===== config.mk =====
export PLATFORM = sky130hd
export DESIGN_NAME = ej_trace
export DESIGN_NICKNAME = d
export VERILOG_FILES = /design/src/design/ej_trace.sv
export VERILOG_INCLUDE_DIRS = /design/src /design/src/common
export SDC_FILE = /design/constraint.sdc
export NUM_CORES = 1
export LEC_CHECK = 0
export ABC_AREA = 0
export CAP_MARGIN = 20
export CORE_AREA = 2 2 83 85
export CTS_BUF_LIST = sky130_fd_sc_hd__clkbuf_8
export DETAILED_ROUTE_END_ITERATION = 12
export DIE_AREA = 0 0 85 87
export DONT_BUFFER_PORTS = 1
export GPL_TIMING_DRIVEN = 0
export PLACE_DENSITY = 0.63
export SLEW_MARGIN = 20
export SYNTH_ARGS = -nofsm -noshare
export SYNTH_HDL_FRONTEND = slang
export SYNTH_SLANG_ARGS = --single-unit

===== constraint.sdc =====
create_clock -name ctl -period 3.7 [get_ports ctl]
set_input_delay 0.555 -clock ctl [delete_from_list [all_inputs] [get_ports ctl]]
set_output_delay 0.555 -clock ctl [all_outputs]
set_load 0.1 [all_outputs]

===== src/common/ej_config.svh =====
// ==============================
// core sizes: data width, program
// address width, stack depths
// ==============================
`ifndef EJ_CONFIG_SVH
`define EJ_CONFIG_SVH

`define DSZ      32    // data path width
`define ASZ      12    // program address width, 4 KB
`define DS_DEPTH 16    // data stack entries below TOS
`define RS_DEPTH 16    // return stack entries

`endif

===== src/design/ej_trace.sv =====
// ==============================
// retire trace: pc, opcode and
// committed stack tops
// ==============================
`include "ej_config.svh"

module ej_trace (
    input  logic            ctl,
    input  logic            rst,
    input  logic            op_start,
    input  logic [`ASZ-1:0] op_pc,
    input  logic [7:0]      op_code,
    input  logic            op_done,
    input  logic [`DSZ-1:0] t,
    input  logic [`DSZ-1:0] rtop,
    output logic            retire,
    output logic [`ASZ-1:0] retire_pc,
    output logic [7:0]      retire_op,
    output logic [`DSZ-1:0] tos,
    output logic [`DSZ-1:0] rtop_out
);

    logic [`ASZ-1:0] pc_l;    // start address of op in flight
    logic [7:0]      op_l;
    logic            done_d;  // commit now visible on t and rtop

    always_ff @(posedge ctl) begin
        if (op_start) begin
            pc_l <= op_pc;
            op_l <= op_code;
        end
    end

    always_ff @(posedge ctl) begin
        if (rst) begin
            done_d <= 1'b0;
            retire <= 1'b0;
        end else begin
            done_d <= op_done;
            retire <= done_d;  // one strobe per instruction
        end
    end

    // sampled together with the strobe
    always_ff @(posedge ctl) begin
        if (done_d) begin
            retire_pc <= pc_l;
            retire_op <= op_l;
            tos       <= t;
            rtop_out  <= rtop;
        end
    end

endmodule


==> results of run 1 <==
==> per-stage QoR <==
step | instances | instance area [um^2] | hold slack, ns | worst slack (ns)
6_report | 204 | 3510 | 0.261 | 1.83
3_5_place_dp | 189 | 3310 | 0.408 | 2.20
5_1_grt | 204 | 3510 | 0.231 | 1.78
4_1_cts | 204 | 3510 | 0.238 | 1.80
2_1_floorplan | 108 | 3180 | 0.400 | 1.13
3_3_place_gp | 188 | 3280 | 0.401 | 0.731
==> synthesized netlist by cell type <==
cell | number | share of area [%]
edfxtp_1 | 104 | 98
dfxtp_1 | 2 | 1.3
nor2b_1 | 2 | 0.39
==> per-layer routing <==
layer  GRT usage, %  wire length [um]  part of all wire [%]  up-vias
met5              0                 0                     0        -
met4           7.36                93                   2.0        0
met3           9.00               658                    14        9
met2           19.5              2450                    52      101
met1           10.8              1500                    32      524
li1               -                 -                     -      456
==> placed cells by master, fill, tap and decap left out, drive strengths merged <==
cell type,synthesis,layout
edfxtp,104,104
clkbuf,0,9
nor2b,2,2
bufinv,0,2
clkinv,0,2
dfxtp,2,2
inv,0,1
clkinvlp,0,1
buf,0,1
==> power groups by stage <==
stage | Sequential (mW) | Clock (mW) | Combinational, mW
after global placement | 1.79 | 0 | 0.000712
final | 1.75 | 0.715 | 0.0146
after floorplan | 1.78 | 0 | 0.000683
after global routing | 1.76 | 0.780 | 0.0158
after CTS | 1.75 | 0.738 | 0.0149
after detailed placement | 1.78 | 0 | 0.0148
==> final cells by class <==
cell class / count / area, um^2
Clock inverter: 6 / 83.8
Clock buffer: 9 / 124
Fill cell: 492 / 3050
Sequential cell: 106 / 3170
Timing Repair Buffer: 1 / 27.5
Tap cell: 80 / 100
Multi-Input combinational cell: 2 / 12.5
==> state kept, by name (all words and copies together) (netlist names) <==
| signal | count |
|---|---|
| rtop_out | 32 |
| tos | 32 |
| pc_l | 12 |
| retire | 1 |
| done_d | 1 |
| retire_op | 8 |
| op_l | 8 |
| retire_pc | 12 |
==> worst max-delay path by stage <==
stage	start	end	slack [ns]
after CTS	retire_pc[0]	retire_pc[0]	1.80
after global placement	done_d	rtop_out[27]	0.73
after global routing	retire_pc[0]	retire_pc[0]	1.78
final	retire_pc[0]	retire_pc[0]	1.83
after floorplan	done_d	retire_op[0]	1.13
after detailed placement	rtop_out[22]	rtop_out[22]	2.20
==> logic make-up after synthesis <==
| logic type | after synthesis | share of synthesized area (%) |
|---|---|---|
| flip-flops | 106 | 99.6 |
| AND/OR/NAND/NOR | 2 | 0.394 |
==> results.md, run 1 <==
* Post-synthesis cell type count at 3
* Mapped Cells at 108
* Worst Clk Skew at 0.00707 ns
* Via count at 1090
* Final hold vios at 0
* Via/cell ratio at 5.34
* CTS tree: built
* R2R Path Start: done_d
* Power share of the combinational group at 0.6%
* # setup viols final at 0
* RR Endpoint: tos[30]
* Number of global-route vias before repair at 1041
* CTS buffer count at 9
* Status: complete, no violations
* Rel. slew slack at 38.1%
* Ys Warns at 0
* Period utilization at 50.5%
* Global route total overflow at 0
* Synthesized cell area at 3180 um^2
* CTS max path bufs at 2
* Worst reg2reg path depth at 1
* H-tree Lvls at 3
* Clk pin slew, worst setup/hold paths at 0.09 ns
* Clk Latency, worst-skew pair at 0.34 ns
* Chip Height at 87 um
* Worst VDD drop at 0.412 mV
* Pin count of the biggest net entering global routing at 59
* Overall routed net length at 4700 um
* PwrDens at 706 nW/um^2
* P_int at 1.78 mW
* FP Rows at 30
* First DRT Iteration DRCs at 38
* Power Total at 2.48 mW
* Initial antenna violation count at 0
* Fraction of layout cells with a size suffix above 1 at 12.1%
* Core Util, Final at 53.5%
* Starting Density at 48.3%
* Max-cap violations at 0
* Hold endpoint: done_d
* TNS Setup at 0 ns
* Global-route wire length before repair at 6230 um
* CTS sink count at 106
* Register area share after synthesis at 99.6%
* Critical Path Stages at 0
* Required time at the worst-slack endpoint at 3.14 ns
* Drt first pass iters at 4
* Ports at 173
* I/O Buffers at 0
* RSZ-0062 raised after global routing: false
* Seq pwr share at 70.6%
* Min-Delay Startpoint: rst
* Post-CTS setup buffer count at 0
* Flops & latches, synth at 106
* Number of remaining DRC errors at 0
* Die ar. at 7400 um^2
* CP startpoint kind: flop
* CORE AREA at 6570 um^2
* Antenna Nets Post-Route at 0
* Net Sw Power at 0.705 mW
* Critical setup path kind: flop to output port
* N_diodes at 0
* Reg2Reg Setup Slack at 2.45 ns
* GP Congestion at 0.659
* Syn nets at 196
* Area delta synth->final at 10.7%
* Slew Limit Fails at 0
* Global Route Usage Sum at 12.1%
* CP max FO at 1
* Post-CTS Resized at 0
* Layout net count at 208
* Root Buffer: clkbuf_8
* Die Width at 85 um
* Routed WL per cell at 23.1 um
* CP arrival at 1.31 ns
* Worst setup EP type: output port
* Tmin final at 1.87 ns
* Clock power frac at 28.8%
* FMAX at 0.535 GHz
* # hold bufs at CTS at 0
* P_leak at 1.12 nW
* Hold Crit Class: primary input to flop
* Hold path depth at 1
* Slew @ Worst Pin at 0.927 ns
* Sw Share at 28.4%
* Synth Area per Inst at 29.4 um^2
(Power assumes the default switching activity.)
==> run 2: changes to the inputs <==
clock period = 1.9 ns   (was 3.7 ns; I/O delays follow)
==> run 2 against run 1 <==
Against the previous run: global-route usage shrank 0.22 points; clock power grew 69%; critical path depth is the same; sequential power grew 95%; clock-buffer cell count is the same; hold slack lost 0.23 ns; utilization grew 7.5 points; register-to-register slack lost 1.9 ns; clock skew grew 0.0046 ns; cell count grew 26%; largest cell class unchanged.
==> results.md, run 2 (synthesis gave the netlist of run 1 again) <==
* Fill count at 449 (-8.7%)
* Routed WL per cell at 20.7 um (-10%)
* I/O Buffers at 0 (unchanged)
* Global Route Usage Sum at 11.9% (-0.22 points)
* Post-place setup slack at 0.595 ns (-1.60 ns)
* Post-CTS setup buffer count at 0 (unchanged)
* Worst VDD drop at 0.615 mV (+49%)
* CORE AREA at 6570 um^2 (unchanged)
* Cells after DPL at 189 (unchanged)
* Global route total overflow at 0 (unchanged)
* # setup viols final at 0 (unchanged)
* Clk Latency, worst-skew pair at 0.35 ns (about the same)
* GP Congestion at 0.683 (+3.6%)
* Via/cell ratio at 5.07 (-5.1%)
* Pin count of the biggest net entering global routing at 52 (-12%)
* Layout Cells excl Fill at 258 (+26%)
* FMAX at 0.619 GHz
* PnR worst setup slack at 0.286 ns (-1.54 ns)
* N_diodes at 0 (unchanged)
* Power Total at 4.73 mW (+91%)
* Slew Limit Fails at 0 (unchanged)
* Root Buffer: clkbuf_8
* Global-route wire length before repair at 6120 um (-1.8%)
* R2R Path Start: done_d
* Hold Crit Class: primary input to flop
* First DRT Iteration DRCs at 66 (+74%)
* Status: complete, no violations
* H-tree Lvls at 3 (unchanged)
* Die ar. at 7400 um^2 (unchanged)
* PwrDens at 1180 nW/um^2 (+67%)
* Antenna Nets Post-Route at 0 (unchanged)
* Critical setup path kind: flop to output port
* Top Registers: rtop_out x32, tos x32
* Slew @ Worst Pin at 0.944 ns (+0.0176 ns)
* Final hold vios at 0 (unchanged)
* Worst Clk Skew at 0.0117 ns (+0.00463 ns)
* Ports at 173 (unchanged)
* FP Rows at 30 (unchanged)
* Commonest non-fill, non-tap cell in the layout: edfxtp_1
* Number of global-route vias before repair at 1070 (+2.8%)
* Via count at 1308 (+20%)
* TNS Setup at 0 ns (unchanged)
* Tmin final at 1.61 ns
* P_leak at 1.32 nW (+18%)
* CP max FO at 1 (unchanged)
* RSZ-0062 raised after global routing: false
* Most frequent cells in the layout: edfxtp_1 (104), dlygate4sd3_1 (53), clkbuf_8 (9)
* Die Width at 85 um (unchanged)
* Required time at the worst-slack endpoint at 1.62 ns (-1.52 ns)
* Rel. slew slack at 37.0% (-1.2 points)
* Initial antenna violation count at 1 (+1)
* Fraction of layout cells with a size suffix above 1 at 9.55% (-2.5 points)
* Clk pin slew, worst setup/hold paths at 0.10 ns (about the same)
* CTS max path bufs at 2 (unchanged)
* Critical Path Source: tos[0]
* Period utilization at 85.0%
* Min-Delay Startpoint: op_code[6]
* Max-cap violations at 0 (unchanged)
* Layout net count at 261 (+25%)
* Worst setup EP type: output port
* Area delta synth->final at 26.1%
* Storage element area at 3170 um^2 (unchanged)
* Multi-input gate area at 12.5 um^2 (unchanged)
* Number of remaining DRC errors at 0 (unchanged)
* CTS tree: built
* Overall routed net length at 5330 um (+13%)
* Post-CTS Resized at 0 (unchanged)
* Starting Density at 48.3% (unchanged)
* CTS buffer count at 9 (unchanged)
* CTS sink count at 106 (unchanged)
* Drt first pass iters at 4 (unchanged)
* Chip Height at 87 um (unchanged)
* CP startpoint kind: flop
* Fin Hold WS at 0.0297 ns (-0.231 ns)
* CP arrival at 1.33 ns (+0.02 ns)
[run 2: what timing repair did]
| action | in CTS | in global routing |
|---|---|---|
| hold buffers | 1 | 52 |
| endpoints found under the hold margin | 2 | 52 |
| endpoints found under the setup margin | 0 | 0 |
[run 2: final timing paths]
check                 endpoint  slack (ns)  cells after the start
setup / recovery        tos[0]        0.29                      0
hold / removal         op_l[6]        0.03                      0
setup reg to reg  rtop_out[13]        0.59                      1
hold reg to reg   retire_op[6]        0.42                      0
[run 2: area by class of cell]
class                   instances  area share [%]
clock buffers                   9            3.09
clock inverters                 7            1.28
multi-input cells               2           0.312
flip-flops and latches        106            79.1
well taps                      80            2.50
repair buffers                 54            13.7
[run 2: metrics by stage]
stage	instance area, um^2	utilization, %
floorplan	3180	-
global route	4010	61.0
detailed placement	3300	50.2
global placement	3280	49.9
finish	4010	61.0
CTS	3480	53.0
[run 2: metal layers]
| layer | vias up | global-route usage [%] | wire length (um) |
|---|---|---|---|
| li1 | 564 | - | - |
| met1 | 626 | 10.6 | 1650 |
| met2 | 104 | 18.9 | 2910 |
| met3 | 12 | 9.29 | 669 |
| met4 | 2 | 6.93 | 92 |
| met5 | - | 0 | 10 |
[run 2: power by group]
part	total (mW)	leakage (nW)	switching [mW]	internal, mW
registers	3.41	1.00	0.690	2.72
clock network	1.21	0.0880	0.720	0.486
logic	0.114	0.235	0.0362	0.0775
total	4.73	1.32	1.45	3.29
