File: src/common/ej_config.svh
// ==============================
// core sizes: data width, program
// address width, stack depths
// ==============================
`ifndef EJ_CONFIG_SVH
`define EJ_CONFIG_SVH

`define DSZ      32    // data path width
`define ASZ      12    // program address width, 4 KB
`define DS_DEPTH 16    // data stack entries below TOS
`define RS_DEPTH 16    // return stack entries

`endif
File: src/common/ej_ctl_pkg.sv
// ==============================
// control codes between branch
// unit and stacks
// ==============================
package ej_ctl_pkg;

    // stack pointer action, shared by data and return stack
    typedef enum logic [1:0] {
        s_nop,     // hold
        s_push,    // old top moves down
        s_pop,     // entry below comes up
        s_move     // top rewritten in place
    } stk_op_t;

    // source of the new TOS value
    typedef enum logic [1:0] {
        a_load,    // t_in from branch unit
        a_add,     // s + t
        a_sub      // s - t, also used for compares
    } alu_op_t;

endpackage

File: src/design/ej_stack.sv
// ==============================
// data stack: TOS reg, NOS ring,
// ALU and flags
// ==============================
`include "ej_config.svh"

module ej_stack (
    input  logic                ctl,
    input  logic                rst,
    input  logic                run,
    input  ej_ctl_pkg::stk_op_t ds_op,
    input  ej_ctl_pkg::alu_op_t alu_op,
    input  logic [`DSZ-1:0]     t_in,
    output logic [`DSZ-1:0]     t,
    output logic [`DSZ-1:0]     s,
    output logic                t_z,
    output logic                t_neg
);

    logic [`DSZ-1:0]              ss [`DS_DEPTH];  // entries below TOS
    logic [$clog2(`DS_DEPTH)-1:0] sp, sp1;
    logic [`DSZ-1:0]              t_n;

    assign s     = ss[sp];
    assign sp1   = sp + 1'b1;
    assign t_z   = (t == '0);
    assign t_neg = t[`DSZ-1];  // sign bit

    // new TOS candidate, wraps at 32 bits
    always_comb begin
        case (alu_op)
        ej_ctl_pkg::a_add: t_n = s + t;
        ej_ctl_pkg::a_sub: t_n = s - t;
        default:           t_n = t_in;
        endcase
    end

    always_ff @(posedge ctl) begin
        if (rst) begin
            t  <= '0;
            sp <= '0;
            for (int i = 0; i < `DS_DEPTH; i++) begin
                ss[i] <= '0;
            end
        end else if (run) begin
            case (ds_op)
            ej_ctl_pkg::s_push: begin
                ss[sp1] <= t;   // old TOS becomes NOS
                sp      <= sp1;
                t       <= t_n;
            end
            ej_ctl_pkg::s_pop: begin
                sp <= sp - 1'b1;
                t  <= t_n;      // s or ALU result
            end
            ej_ctl_pkg::s_move: t <= t_n;
            default: ;
            endcase
        end
    end

endmodule

File: config.mk
export PLATFORM = sky130hd
export DESIGN_NAME = ej_stack
export DESIGN_NICKNAME = d
export VERILOG_FILES = /design/src/common/ej_ctl_pkg.sv /design/src/design/ej_stack.sv
export VERILOG_INCLUDE_DIRS = /design/src /design/src/common
export SDC_FILE = /design/constraint.sdc
export NUM_CORES = 1
export LEC_CHECK = 0
export BUFFER_PORTS_ARGS = -buffer_cell sky130_fd_sc_hd__buf_2
export CORE_MARGIN = 1
export CORE_UTILIZATION = 50
export DETAILED_ROUTE_END_ITERATION = 12
export PLACE_DENSITY = 0.65
export SLEW_MARGIN = 10
export SYNTH_ARGS = -nofsm -noshare
export SYNTH_HDL_FRONTEND = slang
export SYNTH_SLANG_ARGS = --single-unit
File: constraint.sdc
create_clock -name ctl -period 11.1 [get_ports ctl]
set_input_delay 0.555 -clock ctl [delete_from_list [all_inputs] [get_ports ctl]]
set_output_delay 0.555 -clock ctl [all_outputs]
set_load 0.02 [all_outputs]
==> flow_summary_export.csv, run 1 <==
group,metric,value,unit
run_status,outcome,"finished clean",
run,max-cap-violations,0,
setup_path,cp-start-kind,"flip-flop",
synthesis,synth_xor_xnor_area_share,1.91,%
synthesis,synth_top_family_by_area,"simple AND/OR/NAND/NOR gates",
synthesis,synthArstFlopShare,0,%
synthesis,syn_avg_cell_area,13.9,um^2
synthesis,yosys.area_share.simple,15.0,%
synthesis,synth_edf_count,512,
synthesis,ys_warn_count,0,
floorplanning,die_area,55100,um^2
placed_design,port_buffers,104,
synthesis,synthFlopType,"edfxtp_1",
floorplanning,initial_core_util,51.0,%
setup_path,timing.critical_path.to_type,"flip-flop",
synthesis,ys_seq_area_share,59.7,%
clock_network,post-cts-setup-buffer-count,0,
sta,slew_headroom,21.6,%
synthesis,netlist_instances,1944,
setup_path,critPathTopFamily,"compound AO/OA/AOI/OAI gates",
sta,finalHoldWorstSlack,0.223,ns
power,p_per_area,174,nW/um^2
synthesis,synth_mux_area_share,13.6,%
global_routing,grt_overflow_total,0,
placed_design,place_area,28400,um^2
sta,drv_slew,0,
global_routing,grt_pass1_wl,118000,um
floorplanning,ioPinCount,105,
sta,fin_skew,0.0211,ns
route,via_count,17148,
setup_path,arrival,6.40,ns
sta,rsz0062_at_grt,"no",
cells_and_area,final_area,30200,um^2
worst_hold_path,worstHoldPathType,"in2reg",
route,routed_via_density,6.35,
sta,period_needed,5.85,ns
clock_network,cts-root-buf,"clkbuf_16",
setup_path,crit_slowest_cell,"dfxtp_4",
clock_network,ctsHoldBuffers,0,
clock_network,cts_made_buffers,57,
cells_and_area,syn2layout_area_growth,11.4,%
placed_design,detailed_place_hpwl,47500,um
route,postRouteAntennaNets,0,
cells_and_area,final_util,56.8,%
placed_design,gp_congestion,0.895,
synthesis,synthTopCellsByCount,"edfxtp_1 (512), and2_1 (422), mux4_2 (160)",
route,wl,81300,um
synthesis,ys_ff_latch,552,
global_routing,antenna_found_initial,7,
synthesis,synth_cell_types,70,
route,drt_pass1_iterations,5,
setup_path,crit_chain,"buf_4 > buf_4 > mux4_2 > mux4_2 > ha_1 > a21oi_1 > a31oi_2 > a311oi_2 > o21ba_2 > o21ai_1 > a2111o_1 > a41oi_1",
cells_and_area,drive_gt1_share,21.8,%
sta,setup_viol,0,
clock_network,cts.clk_slew.worst_paths,0.06,ns
floorplanning,design.core.area,53100,um^2
sta,finalSetupTns,0,ns
synthesis,synth_most_common_cell,"edfxtp_1",
synthesis,syn_nets,2025,
clock_network,clock_sinks,552,
route,drc_errors,0,
synthesis,yosysTopAreaCellShare,56.8,%
floorplanning,die_x,235,um
sta,timing.fmax,0.171,GHz
cells_and_area,fill_cells,4211,
synthesis,syn_area,27100,um^2
clock_network,cts_resized,0,
power,power_leakage,10.8,nW
setup_path,cp.required,11.64,ns
setup_path,cp_max_fo,34,
floorplanning,die_height,235,um
power,ir_drop,0.107,mV
clock_network,cts_tree,"done",
synthesis,synth_fa_ha_area_share,1.97,%
global_routing,gr-usage-all-layers,29.8,%
setup_path,timing.critical_path.buf_inv,2,
clock_network,clockBufferDepth,3,
route,wl_per_cell,30.1,um
clock_network,clk_latency,0.62,ns
sta,worst_pin_slew,1.17,ns
setup_path,critical-path-max-stage-delay,0.81,ns
sta,hold_viol,0,
synthesis,synth_top_area_cell,"edfxtp_1",
route,drtIter0Drc,2168,
clock_network,htreeDepth,2,
synthesis,synth-compound-area-share,4.93,%
cells_and_area,num-nets-final,2042,
setup_path,reg2reg_slack,5.25,ns
global_routing,grt_pass1_vias,16994,
synthesis,synth_area_leaders,"edfxtp_1 (57%), mux4_2 (13%), and2_1 (9.7%)",
floorplanning,num_rows,84,
global_routing,grt_max_degree,129,
sta,finalCritPeriodShare,52.7,%
setup_path,worst-setup-path-type,"reg2reg",
==> tightest hold or removal path: cells and delay by family <==
family                 cells  cell delay (ns)
AOI/OAI and AO/OA          1             0.12
buffers and inverters      1             0.08
muxes                      1             0.05
==> state kept, by name, summed over array words and instances (netlist names), named ones only <==
register / count
ss: 512
sp: 4
t: 32
==> through the flow <==
stage | setup slack [ns] | total power, W | std cells
final | 5.25 | 0.00524 | 2699
after global routing | 4.93 | 0.00540 | 2694
after CTS | 5.17 | 0.00524 | 2691
after detailed placement | 5.20 | 0.00344 | 2590
after global placement | 5.28 | 0.00343 | 2590
after floorplan | 6.64 | 0.00312 | 1944
==> cell usage in the layout, fill, tap and decap left out, types with 39 or more instances in the layout <==
cell type / instances
nor3_1: 110
ha_1: 40
xnor2_1: 42
nand2_1: 43
mux4_2: 160
o21ai_0: 39
a21oi_1: 53
buf_2: 104
nor2_1: 54
edfxtp_1: 512
and2_1: 422
clkbuf_16: 58
==> where the power goes <==
group	internal [W]	switching [W]	total, W
logic	0.000363	0.000584	0.000947
clock network	0.00102	0.000815	0.00184
registers	0.00235	0.000110	0.00246
total	0.00374	0.00151	0.00524
==> layer usage <==
metal,up-vias,track usage (%),part of all wire [%]
met5,-,0,0.025
met4,2,11.5,3.4
met3,167,4.72,9.1
met2,909,46.8,47
met1,8797,42.0,41
li1,7273,-,-
==> path summary, 6_finish.rpt <==
check            start  depth (start not counted)   endpoint
max          flip-flop                         12      t[30]
min           t_in[19]                          3      t[19]
max reg2reg  flip-flop                         12      t[30]
min reg2reg      sp[2]                          2  flip-flop
==> final cells by class <==
class / instances / area [um^2] / share of cell area, %
Timing Repair Buffer: 140 / 803 / 2.66
Multi-Input combinational cell: 1186 / 10500 / 34.7
Antenna cell: 8 / 20.0 / 0.0664
Clock inverter: 31 / 245 / 0.813
Tap cell: 688 / 861 / 2.85
Clock buffer: 70 / 1500 / 4.96
Inverter: 24 / 90.1 / 0.299
Sequential cell: 552 / 16200 / 53.6
==> cells by family after synthesis <==
group | Yosys count
compound gates | 211
flops | 552
buf+inv | 206
simple gates | 707
fa+ha+maj | 42
mux | 167
xor+xnor | 59
Power figures use the tool's default switching activity.
==> inputs of run 2 (changes only) <==
ABC_AREA = 1   (was not set)
clock period = 5.51 ns   (was 11.1 ns; I/O delays follow)
==> run 2 against run 1 <==
Compared with the run above:
- worst setup slack worse by 4.1 ns
- clock power increased by 120%
- non-clock buffer count is 21 higher
- sequential cell count stayed put
- sequential power rose by 98%
- synthesized cell count is 47% higher
- critical path depth is 6 higher
- global-route usage up 4.3 points
- worst hold slack worse by 0.20 ns
- clock-buffer cell count unchanged
- utilization shrank 0.13 points
- highest routed layer is now met4
==> flow_summary_export.csv, run 2 <==
group,metric,value,unit
setup_path,timing.critical_path.to_type,"flip-flop",
floorplanning,initial_core_util,51.1,%
cells_and_area,drive_gt1_share,10.4,%
run_status,outcome,"finished clean",
sta,period_needed,4.34,ns
synthesis,synthTopCellsByCount,"nor2_1 (886), edfxtp_1 (512), nand2_1 (307)",
sta,finalHoldWorstSlack,0.0272,ns
route,wl_per_cell,26.0,um
synthesis,synthArstFlopShare,0,%
clock_network,clockBufferDepth,3,
floorplanning,ioPinCount,105,
synthesis,ys_warn_count,0,
power,p_sw,0.00369,W
route,drtIter0Drc,3010,
global_routing,gr-usage-all-layers,34.1,%
clock_network,clock_sinks,552,
power,p_per_area,381,nW/um^2
cells_and_area,syn2layout_area_growth,11.1,%
synthesis,yosysTopAreaCellShare,56.8,%
cells_and_area,final_area,30000,um^2
synthesis,ys_seq_area_share,59.8,%
sta,hold_viol,0,
setup_path,cp_max_fo,19,
synthesis,syn_area,27000,um^2
clock_network,cts_resized,0,
sta,slew_headroom,13.0,%
run,max-cap-violations,0,
worst_hold_path,worstHoldPathType,"in2reg",
setup_path,arrival,4.82,ns
route,routed_via_density,6.18,
power,switching_share,32.2,%
power,clkPwrFrac,35.5,%
power,intPower,0.00776,W
clock_network,cts_tree,"done",
cells_and_area,layout.cells.most_common,"nor2_1",
cells_and_area,largest_reg_flops,512,
global_routing,antenna_found_initial,0,
sta,drv_slew,0,
power,power_leakage,11.4,nW
cells_and_area,largest_register,"ss",
synthesis,netlist_instances,2861,
synthesis,synth_top_area_cell,"edfxtp_1",
sta,worst_slack,1.17,ns
power,seqPwrFrac,42.4,%
placed_design,detailed_place_hpwl,54500,um
global_routing,grt_max_degree,128,
cells_and_area,fill_cells,4678,
power,ir_drop,0.275,mV
sta,setup_viol,0,
placed_design,place_area,28000,um^2
synthesis,synthFlopType,"edfxtp_1",
sta,rsz0062_at_grt,"no",
route,wl,93700,um
synthesis,synth_most_common_cell,"nor2_1",
global_routing,grt_pass1_vias,21452,
placed_design,pre_cts_ws,1.29,ns
floorplanning,die_height,235,um
clock_network,cts_made_buffers,58,
global_routing,grt_overflow_total,0,
floorplanning,die_area,55000,um^2
cells_and_area,reg_top3,"ss x512, t x32, sp x4",
sta,timing.fmax,0.230,GHz
clock_network,cts.clk_slew.worst_paths,0.06,ns
route,drt_pass1_iterations,6,
floorplanning,die_x,235,um
clock_network,htreeDepth,2,
floorplanning,design.core.area,53000,um^2
route,via_count,22286,
clock_network,clk_latency,0.64,ns
cells_and_area,num-nets-final,2954,
cells_and_area,num_antenna_cells,0,
synthesis,synth_edf_count,512,
synthesis,synth_cell_types,45,
clock_network,cts-root-buf,"clkbuf_16",
sta,worst_pin_slew,1.30,ns
synthesis,syn_avg_cell_area,9.45,um^2
sta,fin_skew,0.0189,ns
synthesis,ys_ff_latch,552,
cells_and_area,final_cell_mix,"nor2_1 (886), edfxtp_1 (512), nand2_1 (275), o21ai_0 (275), inv_1 (113)",
setup_path,worst-setup-path-type,"reg2reg",
synthesis,synth_area_leaders,"edfxtp_1 (57%), nor2_1 (12%), o21ai_0 (5.1%)",
setup_path,cp-start-kind,"flip-flop",
placed_design,gp_congestion,0.958,
floorplanning,num_rows,84,
global_routing,grt_pass1_wl,136000,um
sta,finalSetupTns,0,ns
setup_path,cp.required,5.99,ns
placed_design,port_buffers,104,
power,p_comb_share,22.1,%
route,postRouteAntennaNets,0,
route,drc_errors,0,
synthesis,syn_nets,2942,
sta,finalCritPeriodShare,78.8,%
==> run 2: cell count changes after synthesis, moves of 32 or more <==
cell and delta:
mux4_2 -160, nand2_1 +264, o21ai_0 +218, nor2_1 +816
nand3_1 +97, o221ai_1 +98, inv_1 +96, xnor2_1 -40
nor3_1 -100, buf_2 +72, and2_1 -419, clkbuf_1 -32
==> run 2: path summary, 6_finish.rpt <==
path | startpoint | to | slack [ns] | cells after the start
setup / recovery | t[0] | t[18] | 1.17 | 18
hold / removal | t_in[7] | t[7] | 0.03 | 3
setup reg to reg | t[0] | t[18] | 1.17 | 18
hold reg to reg | t[18] | t[18] | 0.50 | 2
==> run 2: worst max-delay path, stage by stage, from the launching register on <==
cell      delay, ns
dfxtp_1        0.33
inv_2          0.31
ha_1           0.28
nand3_1        0.24
nor2_2         0.22
nand2_2        0.08
nor2_2         0.10
nand3_2        0.13
o21ai_0        0.23
xor2_1         0.10
ha_1           0.39
nand2_1        0.12
nor2_1         0.38
and2_1         0.39
nand4_1        0.34
nand4_1        0.20
nand3_1        0.11
o211ai_1       0.15
a21oi_1        0.09
==> run 2: metal layers <==
metal	global-route usage (%)	vias to the layer above	wire length [um]
li1	-	9867	-
met1	46.9	10841	37500
met2	53.0	1335	42500
met3	5.54	243	9310
met5	0	-	0
met4	15.9	0	4330
==> run 2: power groups by stage <==
| stage | Combinational [W] | Clock, W | Sequential [W] |
|---|---|---|---|
| after floorplan | 0.00161 | 0 | 0.00493 |
| after global placement | 0.00247 | 0 | 0.00494 |
| after detailed placement | 0.00247 | 0 | 0.00494 |
| after CTS | 0.00249 | 0.00407 | 0.00486 |
| after global routing | 0.00276 | 0.00421 | 0.00487 |
| final | 0.00253 | 0.00406 | 0.00486 |
==> run 2: logic make-up after synthesis <==
| group | synth area share, % |
|---|---|
| AOI/OAI and AO/OA | 11.8 |
| xor gates and xnor gates | 1.36 |
| DFF | 59.8 |
| buffers and inverters | 5.34 |
| adders and majority gates | 1.97 |
| and+or+nand+nor | 19.7 |
==> run 2: what timing repair did <==
| item | CTS | global route |
|---|---|---|
| endpoints found under the hold margin | 7 | 0 |
| setup buffers | 0 | 0 |
| hold buffers | 7 | 0 |
==> run 2: layout make-up <==
cell class	count	area (um^2)	share of cell area, %
Sequential cell	552	16200	53.9
Tap cell	688	861	2.87
Clock buffer	70	1520	5.05
Clock inverter	38	410	1.37
Timing Repair Buffer	161	1030	3.42
Inverter	141	536	1.78
Multi-Input combinational cell	1959	9500	31.6
==> run 2: stage by stage <==
stage | instances | utilization [%] | power, W
floorplan | 2861 | - | 0.00654
global placement | 3494 | 52.9 | 0.00741
detailed placement | 3494 | 52.9 | 0.00741
CTS | 3609 | 56.7 | 0.0114
global route | 3609 | 56.7 | 0.0118
finish | 3609 | 56.7 | 0.0115
